[src/hw/ciPkg.sv]
package ciPkg;

  // Data path widths
  typedef logic [31:0] ciWord;
  typedef logic [7:0]  ciId;
  typedef logic [7:0]  axiAddr;
  typedef logic [1:0]  axiResp;

  localparam axiResp RESP_OKAY   = 2'b00;
  localparam axiResp RESP_SLVERR = 2'b10;

  // Register map seen by the host
  localparam axiAddr REG_OPERAND_A = 8'h00;
  localparam axiAddr REG_OPERAND_B = 8'h04;
  localparam axiAddr REG_COMMAND   = 8'h08;
  localparam axiAddr REG_RESULT    = 8'h0C;

  // Custom instruction numbers
  localparam ciId CI_SWAP_BYTE = 8'd1;
  localparam ciId CI_GRAYSCALE = 8'd12;

  localparam int FIFO_DEPTH = 4; // Commands in flight

  typedef logic [$clog2(FIFO_DEPTH)-1:0]   fifoPointer;
  typedef logic [$clog2(FIFO_DEPTH+1)-1:0] fifoCount;

  // One queued instruction
  typedef struct packed {
    ciId   id;
    ciWord valueA;
    ciWord valueB;
  } ciCommand;

  typedef enum logic {
    WRITE_IDLE,
    WRITE_RESPOND
  } writerState;

  typedef enum logic {
    READ_IDLE,
    READ_RESPOND
  } readerState;

endpackage

[src/hw/ciAccelTop.sv]
`timescale 1ns/100ps

module ciAccelTop (
  input  logic          s_systemClock,
  input  logic          s_pllLocked,
  input  ciPkg::axiAddr awAddr,
  input  logic          awValid,
  output logic          awReady,
  input  ciPkg::ciWord  wData,
  input  logic [3:0]    wStrb,
  input  logic          wValid,
  output logic          wReady,
  output ciPkg::axiResp bResp,
  output logic          bValid,
  input  logic          bReady,
  input  ciPkg::axiAddr arAddr,
  input  logic          arValid,
  output logic          arReady,
  output ciPkg::ciWord  rData,
  output ciPkg::axiResp rResp,
  output logic          rValid,
  input  logic          rReady
);
  import ciPkg::*;

  logic     s_fifoFull;
  logic     s_fifoEmpty;
  logic     s_push;
  logic     s_pop;
  ciCommand s_pushCommand;
  ciCommand s_headCommand;

  ciCommandWriter writer (
    .s_systemClock(s_systemClock),
    .s_pllLocked(s_pllLocked),
    .awAddr(awAddr),
    .awValid(awValid),
    .awReady(awReady),
    .wData(wData),
    .wStrb(wStrb),
    .wValid(wValid),
    .wReady(wReady),
    .bResp(bResp),
    .bValid(bValid),
    .bReady(bReady),
    .fifoFull(s_fifoFull),
    .push(s_push),
    .pushCommand(s_pushCommand)
  );

  ciCommandFifo commandFifo (
    .s_systemClock(s_systemClock),
    .s_pllLocked(s_pllLocked),
    .push(s_push),
    .pushCommand(s_pushCommand),
    .pop(s_pop),
    .headCommand(s_headCommand),
    .full(s_fifoFull),
    .empty(s_fifoEmpty)
  );

  ciResultReader reader (
    .s_systemClock(s_systemClock),
    .s_pllLocked(s_pllLocked),
    .arAddr(arAddr),
    .arValid(arValid),
    .arReady(arReady),
    .rData(rData),
    .rResp(rResp),
    .rValid(rValid),
    .rReady(rReady),
    .fifoEmpty(s_fifoEmpty),
    .headCommand(s_headCommand),
    .pop(s_pop)
  );

endmodule

[src/hw/ciCommandFifo.sv]
`timescale 1ns/100ps

module ciCommandFifo (
  input  logic            s_systemClock,
  input  logic            s_pllLocked,
  input  logic            push,
  input  ciPkg::ciCommand pushCommand,
  input  logic            pop,
  output ciPkg::ciCommand headCommand,
  output logic            full,
  output logic            empty
);
  import ciPkg::*;

  ciCommand   s_entries [FIFO_DEPTH];
  fifoPointer s_readPointer;
  fifoPointer s_writePointer;
  fifoCount   s_count;
  logic       s_doPush;
  logic       s_doPop;

  function automatic fifoPointer nextPointer(input fifoPointer pointer);
    if (pointer == fifoPointer'(FIFO_DEPTH - 1)) begin
      return '0;
    end
    return pointer + fifoPointer'(1);
  endfunction

  assign full  = (s_count == fifoCount'(FIFO_DEPTH));
  assign empty = (s_count == '0);

  assign s_doPop  = pop & ~empty;
  assign s_doPush = push & (~full | s_doPop); // A pop frees the slot on the same edge

  assign headCommand = s_entries[s_readPointer];

  always_ff @(posedge s_systemClock) begin
    if (s_doPush) begin
      s_entries[s_writePointer] <= pushCommand;
    end
  end

  always_ff @(posedge s_systemClock or negedge s_pllLocked) begin
    if (!s_pllLocked) begin
      s_readPointer  <= '0;
      s_writePointer <= '0;
      s_count        <= '0;
    end else begin
      if (s_doPush) begin
        s_writePointer <= nextPointer(s_writePointer);
      end
      if (s_doPop) begin
        s_readPointer <= nextPointer(s_readPointer);
      end
      // Occupancy
      case ({s_doPush, s_doPop})
        2'b10:   s_count <= s_count + fifoCount'(1);
        2'b01:   s_count <= s_count - fifoCount'(1);
        default: s_count <= s_count;
      endcase
    end
  end

endmodule

[src/hw/ciCommandWriter.sv]
`timescale 1ns/100ps

module ciCommandWriter (
  input  logic            s_systemClock,
  input  logic            s_pllLocked,
  input  ciPkg::axiAddr   awAddr,
  input  logic            awValid,
  output logic            awReady,
  input  ciPkg::ciWord    wData,
  input  logic [3:0]      wStrb,
  input  logic            wValid,
  output logic            wReady,
  output ciPkg::axiResp   bResp,
  output logic            bValid,
  input  logic            bReady,
  input  logic            fifoFull,
  output logic            push,
  output ciPkg::ciCommand pushCommand
);
  import ciPkg::*;

  writerState s_state;
  ciWord      s_operandA;
  ciWord      s_operandB;
  logic       s_strobeFull;
  logic       s_isOperandA;
  logic       s_isOperandB;
  logic       s_isCommand;
  logic       s_blocked;
  logic       s_handshake;

  // Address and strobe decode
  assign s_strobeFull = (wStrb == 4'hF);
  assign s_isOperandA = (awAddr == REG_OPERAND_A) & s_strobeFull;
  assign s_isOperandB = (awAddr == REG_OPERAND_B) & s_strobeFull;
  assign s_isCommand  = (awAddr == REG_COMMAND) & s_strobeFull;

  // No room for another command
  assign s_blocked = (awAddr == REG_COMMAND) & fifoFull;

  assign s_handshake = (s_state == WRITE_IDLE) & awValid & wValid & ~s_blocked;
  assign awReady     = s_handshake;
  assign wReady      = s_handshake; // Both channels taken together
  assign bValid      = (s_state == WRITE_RESPOND);

  assign push        = s_handshake & s_isCommand;
  assign pushCommand = '{id: wData[7:0], valueA: s_operandA, valueB: s_operandB};

  always_ff @(posedge s_systemClock or negedge s_pllLocked) begin
    if (!s_pllLocked) begin
      s_state <= WRITE_IDLE;
      bResp   <= RESP_OKAY;
    end else begin
      case (s_state)
        WRITE_IDLE: begin
          if (s_handshake) begin
            s_state <= WRITE_RESPOND;
            if (s_isOperandA | s_isOperandB | s_isCommand) begin
              bResp <= RESP_OKAY;
            end else begin
              bResp <= RESP_SLVERR; // Unused offset or partial strobe
            end
          end
        end
        WRITE_RESPOND: begin
          if (bReady) begin
            s_state <= WRITE_IDLE;
          end
        end
        default: s_state <= WRITE_IDLE;
      endcase
    end
  end

  // Operand registers
  always_ff @(posedge s_systemClock or negedge s_pllLocked) begin
    if (!s_pllLocked) begin
      s_operandA <= '0;
      s_operandB <= '0;
    end else begin
      if (s_handshake & s_isOperandA) begin
        s_operandA <= wData;
      end
      if (s_handshake & s_isOperandB) begin
        s_operandB <= wData;
      end
    end
  end

endmodule

[src/hw/ciResultReader.sv]
`timescale 1ns/100ps

module ciResultReader (
  input  logic            s_systemClock,
  input  logic            s_pllLocked,
  input  ciPkg::axiAddr   arAddr,
  input  logic            arValid,
  output logic            arReady,
  output ciPkg::ciWord    rData,
  output ciPkg::axiResp   rResp,
  output logic            rValid,
  input  logic            rReady,
  input  logic            fifoEmpty,
  input  ciPkg::ciCommand headCommand,
  output logic            pop
);
  import ciPkg::*;

  readerState s_state;
  ciWord      s_unitResult;
  logic       s_handshake;
  logic       s_isResult;
  logic       s_execute;

  ciUnits units (
    .command(headCommand),
    .result(s_unitResult)
  );

  assign s_handshake = (s_state == READ_IDLE) & arValid;
  assign arReady     = s_handshake;
  assign rValid      = (s_state == READ_RESPOND);

  assign s_isResult = (arAddr == REG_RESULT);
  assign s_execute  = s_handshake & s_isResult & ~fifoEmpty;

  // Head leaves the buffer on the handshake edge
  assign pop = s_execute;

  always_ff @(posedge s_systemClock or negedge s_pllLocked) begin
    if (!s_pllLocked) begin
      s_state <= READ_IDLE;
      rData   <= '0;
      rResp   <= RESP_OKAY;
    end else begin
      case (s_state)
        READ_IDLE: begin
          if (s_handshake) begin
            s_state <= READ_RESPOND;
            if (s_execute) begin
              rData <= s_unitResult;
              rResp <= RESP_OKAY;
            end else begin
              // Empty buffer or not the result register
              rData <= '0;
              rResp <= RESP_SLVERR;
            end
          end
        end
        READ_RESPOND: begin
          if (rReady) begin
            s_state <= READ_IDLE;
          end
        end
        default: s_state <= READ_IDLE;
      endcase
    end
  end

endmodule

[src/hw/ciUnits.sv]
`timescale 1ns/100ps

module ciUnits (
  input  ciPkg::ciCommand command,
  output ciPkg::ciWord    result
);
  import ciPkg::*;

  ciWord       s_swapByteResult;
  ciWord       s_grayscaleResult;
  ciWord       s_swapped;
  logic [7:0]  s_red;
  logic [7:0]  s_green;
  logic [7:0]  s_blue;
  logic [15:0] s_weightedSum;

  // Byte swap unit
  always_comb begin
    if (command.valueB[0]) begin
      // Exchange within each half word
      s_swapped = {command.valueA[23:16], command.valueA[31:24],
                   command.valueA[7:0], command.valueA[15:8]};
    end else begin
      s_swapped = {command.valueA[7:0], command.valueA[15:8],
                   command.valueA[23:16], command.valueA[31:24]};
    end
  end

  assign s_swapByteResult = (command.id == CI_SWAP_BYTE) ? s_swapped : '0;

  // RGB565 fields scaled to 8 bits
  assign s_red   = {command.valueA[15:11], 3'b000};
  assign s_green = {command.valueA[10:5], 2'b00};
  assign s_blue  = {command.valueA[4:0], 3'b000};

  // Weights sum to 256
  assign s_weightedSum = 16'(s_red) * 16'd54 + 16'(s_green) * 16'd183 +
                         16'(s_blue) * 16'd19;

  assign s_grayscaleResult = (command.id == CI_GRAYSCALE) ?
                             {24'd0, s_weightedSum[15:8]} : '0;

  // Wired-OR merge so unknown ids give zero
  assign result = s_swapByteResult | s_grayscaleResult;

endmodule

[config.mk]
export PLATFORM = sky130hd
export DESIGN_NAME = ciAccelTop
export DESIGN_NICKNAME = d
export VERILOG_FILES = /design/src/hw/ciPkg.sv /design/src/hw/ciAccelTop.sv /design/src/hw/ciCommandFifo.sv /design/src/hw/ciCommandWriter.sv /design/src/hw/ciResultReader.sv /design/src/hw/ciUnits.sv
export SDC_FILE = /design/constraint.sdc
export NUM_CORES = 1
export LEC_CHECK = 0
export ABC_AREA = 1
export BUFFER_PORTS_ARGS = -buffer_cell sky130_fd_sc_hd__buf_2
export CAP_MARGIN = 20
export CORE_ASPECT_RATIO = 1.5
export CORE_MARGIN = 5
export CORE_UTILIZATION = 63
export DETAILED_ROUTE_END_ITERATION = 10
export PLACE_DENSITY = 0.8
export RECOVER_POWER = 50
export SYNTH_ARGS = -nofsm -noshare
export SYNTH_HDL_FRONTEND = slang
export SYNTH_HIERARCHICAL = 1
export SYNTH_SLANG_ARGS = --single-unit
[constraint.sdc]
create_clock -name s_systemClock -period 7.05 [get_ports s_systemClock]
set_input_delay 1.0575 -clock s_systemClock [delete_from_list [all_inputs] [get_ports s_systemClock]]
set_output_delay 1.0575 -clock s_systemClock [all_outputs]
set_load 0.05 [all_outputs]
; Word level (Yosys, flattened, before mapping)
; Memory sizes are Yosys's and may differ from the RTL's.
; Index checks and enable logic that the tools add are counted.
; W data, S select, Z words.
[word_totals]
ff_bits = 109
ramBits = 288
inputBits = 59
output_inout_bits = 41
wordCells = 83
n_memories = 1
[op_classes]
addsub = 6
multipliers = 3
eq_ne = 11
mux = 23
n_bitwise = 24
n_reduce_logical = 5
[memory_table]
columns = memory, words, width, read_ports, rd_ports_with_merged_regs, write_ports, line
row1 = commandFifo.s_entries, 4, 72, 1, 0, 1, ciCommandFifo.sv:15  ; ciCommand s_entries [FIFO_DEPTH];
[op_table]
columns = cell, n
row1 = $mux W32, 3
row2 = $or A32 B8 Y32, 1
row3 = $eq A8 B4 Y1 const B, 3
row4 = $mul A5 B5 Y10 const B, 2
row5 = $add A14 B16 Y16, 1
row6 = $add A16 B13 Y16, 1
row7 = $and A1 B1 Y1, 15
row8 = $mul A6 B8 Y14 const B, 1
row9 = $mux W2, 6
row10 = $mux W1, 10
row11 = $eq A8 B1 Y1 const B, 1
row12 = $eq A8 B3 Y1 const B, 1
row13 = $logic_not A8 Y1, 1
row14 = $mux W8, 1
row15 = $eq A2 B2 Y1 const B, 3
row16 = $pmux W3 S2, 1
row17 = $not A1 Y1, 5
row18 = $add A2 B1 Y2 const B, 2
row19 = $eq A4 B4 Y1 const B, 1
row20 = $pmux W1 S2, 2
row21 = $reduce_and A2 Y1, 2
row22 = $add A3 B1 Y3 const B, 1
row23 = $eq A3 B3 Y1 const B, 1
row24 = $logic_not A3 Y1, 1
row25 = 4 further kinds, 6

; Depth between registers and ports, before layout
[logic_depth]
depth_word = 9
ltp_mapped = 32

; Hierarchy
; Netlist, hierarchy kept.
[modules_own_cells]
columns = module, instances, cells_per_inst, area_each_um2, seq_area_each_um2
row1 = ciCommandFifo, 1, 755, 11121.9, 8823.5
row2 = ciUnits, 1, 485, 3254.4, 0.0
row3 = ciCommandWriter, 1, 319, 2829.0, 1651.6
row4 = ciResultReader, 1, 159, 1448.9, 850.8

; Worst setup path after synthesis
; OpenSTA, ideal clock, no wires.
[synth_timing]
path_type = input -> register
startpoint = input arValid
endpoint = memory commandFifo/s_entries[0][0] (netlist bit) (enable)
t_arrival_ps = 5082
path_slack_ps = 1465
stages = 8
path_buffers = 0
path_cell_list = inv_1 nor2_4 nand2_4 nor2_8 nand2_1 inv_1 o21ai_4 nor2_1
[synth_between]
elab_chain_cells = 8
[synth_lines]
columns = element, line
row1 = from (decl), ciAccelTop.sv:17  ; input logic arValid,
row2 = $and A1 B1 Y1, ciResultReader.sv:30  ; assign s_handshake = (s_state == READ_IDLE) & arValid;
row3 = named net arReady, ciAccelTop.sv:18  ; output logic arReady,
row4 = $and A1 B1 Y1 (2 in series), ciResultReader.sv:35  ; assign s_execute = s_handshake & s_isResult & ~fifoEmpty;
row5 = named net s_pop, ciAccelTop.sv:29  ; logic s_pop;
row6 = $and A1 B1 Y1, ciCommandFifo.sv:32  ; assign s_doPop = pop & ~empty;
row7 = $or A1 B1 Y1, ciCommandFifo.sv:33  ; assign s_doPush = push & (~full | s_doPop);
row8 = $and A1 B1 Y1, ciCommandFifo.sv:33
row9 = $mux W1, ciCommandFifo.sv:38  ; if (s_doPush) begin
row10 = $mux W1 (not written as such), ciCommandFifo.sv:39  ; s_entries[s_writePointer] <= pushCommand;
row11 = to (decl), ciCommandFifo.sv:15
; The timed path passes the listed nets, and every way through them passes these cells.

==> summary.txt <==
Clock tree
  • # resized after CTS: 0
  • Clock Pin Slew Worst Setup and Hold Paths: 0.07 ns
  • Number of hold buffers added after CTS: 0
  • Insertion delay of the later-clocked pin in the worst-skew pair: 0.52 ns
  • Clock buffer depth: 3
  • CTS tree: yes
  • Setup Fix Bufs, Post-CTS: 0
  • Clock Root Buffer: clkbuf_16
  • CTS buffer count: 22
  • Clk sinks: 240
  • H-tree levels: 1

Final layout
  • Area grow syn2layout: 9.86%
  • Layout cell share with drive strength beyond 1: 12.8%
  • Antenna Cells: 0
  • Nets: 1521
  • Fin cells: 1639
  • Core Util, Final: 70.0%
  • FILL cells: 1473

Synth
  • Cell area after synthesis: 12900 µm²
  • Avg Synthesized Cell Area: 9.98 µm²
  • Synth Instances: 1292
  • Synthesis Warnings: 6
  • Syn Nets: 1454

Routing
  • Drt pass-1 iters: 5
  • DR DRC count: 0
  • Vias/cell: 5.72
  • Vias: 9377
  • Final ANT Viol Nets: 0
  • Drt initial violations: 720
  • Final wirelength: 28700 µm
  • DR WL/cell: 17.5 µm

Floorplan
  • Die area: 23500 µm²
  • Die Span X: 127 µm
  • Initial Utilization: 63.7%
  • DIE HEIGHT: 185 µm
  • # rows: 64
  • I/O pin cnt: 100
  • Area of the core: 20300 µm²

Place
  • GP Congestion: 0.862
  • DP HPWL: 19900 µm
  • Placed Cells incl. Taps: 1597
  • Port buffer count: 97

Timing
  • Tmin final: 6.19 ns
  • FMAX: 162 MHz
  • Clk_skew: 0.0261 ns
  • Final setup fails: 0
  • Pins Over Slew Limit: 91
  • Setup TNS: 0 ns
  • Slew HR: -88.8%
  • Fin. Hold Viols: 0
  • RSZ-0062 raised after global routing: false
  • Worst slew pin tran: 2.83 ns
  • Final period util: 87.7%
  • WHS: 0.480 ns

Power and ir drop
  • Sequential share of power: 46.2%
  • Gate power share: 15.7%
  • Pwr/cell area: 231 nW/µm²
  • Peak VDD IR: 0.211 mV
  • Cell leakage power: 6.81 nW
  • Switching Power: 0.862 mW
  • Clock power frac: 38.1%
  • Int Power: 2.41 mW
  • Total power: 3.27 mW
  • Switch share: 26.3%

Critical path
  • Crit path max fanout: 44
  • Crit-path slowest cell: dfrtp_2
  • Critical path class: reg -> reg
  • Delay of the slowest critical-path stage: 0.62 ns
  • Critical Path Sink Type: register
  • Worst endpoint required time: 7.45 ns
  • Startpoint types: register
  • Crit path DAT: 6.59 ns

GRT
  • Initial antenna violation count: 0
  • Vias in the first global route: 9454
  • Total track usage: 24.5%
  • Total gr overflow: 0
  • Global-route wire length before repair: 45900 µm
  • Pin count of the biggest net entering global routing: 77

Hold path
  • Worst hold path type: reg -> reg

Run status
  • Failing checks: max-capacitance violations, max-slew violations
  • Outcome: complete, but fails checks

Run
  • Max Cap Viol: 2
## area by class of cell
class | count | area, µm² | area share, %
clock buffer | 23 | 564 | 3.98
clock inverter | 17 | 210 | 1.48
inverter | 139 | 528 | 3.73
multi-input combinational | 841 | 5130 | 36.2
sequential | 240 | 6830 | 48.2
tap | 264 | 330 | 2.33
timing repair buffer | 115 | 581 | 4.10
## metal layers
| layer | wire length [µm] | global-route usage (%) | up-vias |
|---|---|---|---|
| met2 | 15100 | 45.0 | 340 |
| met5 | 0 | 0 | - |
| li1 | - | - | 4465 |
| met4 | 1490 | 12.8 | 0 |
| met1 | 10600 | 28.0 | 4486 |
| met3 | 1490 | 2.74 | 86 |
## power by group through the flow
stage / Combinational (mW) / Clock (mW) / Sequential [mW]
after floorplan: 0.382 / 0 / 1.54
after global placement: 0.493 / 0 / 1.54
after detailed placement: 0.511 / 0 / 1.54
after CTS: 0.514 / 1.26 / 1.51
after global routing: 0.582 / 1.32 / 1.51
final: 0.514 / 1.25 / 1.51
## sequential cells by signal, summed over array words and instances, names as in the netlist, 2 cells and up
| signal | cells |
|---|---|
| commandFifo/s_count | 3 |
| commandFifo/s_entries | 164 |
| commandFifo/s_readPointer | 2 |
| commandFifo/s_writePointer | 2 |
| reader/rData | 32 |
| writer/s_operandA | 32 |
## metrics by stage
stage	area [µm²]	worst slack (ns)
after detailed placement	13400	0.909
after CTS	14200	0.909
after global placement	13400	1.06
after global routing	14200	0.425
after floorplan	12900	1.71
final	14200	0.865
## final timing paths
kind / from / end / slack (ns) / cells past startpoint
setup / recovery: commandFifo/s_readPointer[0]$_DFFE_PN0N_ / reader/rData[7]$_DFFE_PN0P_ / 0.86 / 28
hold / removal: reader/rData[30]$_DFFE_PN0P_ / reader/rData[30]$_DFFE_PN0P_ / 0.48 / 2
setup reg to reg: commandFifo/s_readPointer[0]$_DFFE_PN0N_ / reader/rData[7]$_DFFE_PN0P_ / 0.86 / 28
hold reg to reg: reader/rData[30]$_DFFE_PN0P_ / reader/rData[30]$_DFFE_PN0P_ / 0.48 / 2
max in group asynchronous: s_pllLocked / commandFifo/s_readPointer[0]$_DFFE_PN0N_ / 2.66 / 2
min in group asynchronous: s_pllLocked / reader/rData[28]$_DFFE_PN0P_ / 0.84 / 1
## cells in the final DEF, fill, tap and decap left out, types with 3 or more instances in the layout
cell,instances
a211oi_1,9
inv_1,129
o211ai_1,3
nand3_1,95
edfxtp_1,164
nand2_1,235
nand2_2,5
nand3_2,3
clkbuf_1,26
xnor2_1,8
nor2_2,3
o21bai_1,4
clkbuf_16,22
o21ai_0,87
bufinv_16,4
nor3_1,4
clkinv_2,8
clkinv_1,4
xor2_1,13
nand4_1,5
o22ai_1,41
a211oi_2,12
a21oi_1,29
fa_1,27
buf_2,74
inv_2,6
nor2_4,8
buf_4,15
dfrtp_1,75
ha_1,76
nor2_1,145
o21ai_1,13
## worst max-delay path: cells and delay by family, from the launching register on
| kind | cells | cell delay [ns] |
|---|---|---|
| fa+ha+maj | 6 | 2.66 |
| simple gates | 15 | 1.32 |
| compound gates | 3 | 0.76 |
| flops | 1 | 0.62 |
| buf+inv | 3 | 0.47 |
| xor+xnor | 1 | 0.23 |
Note: power is estimated with default switching activity, not from simulation.
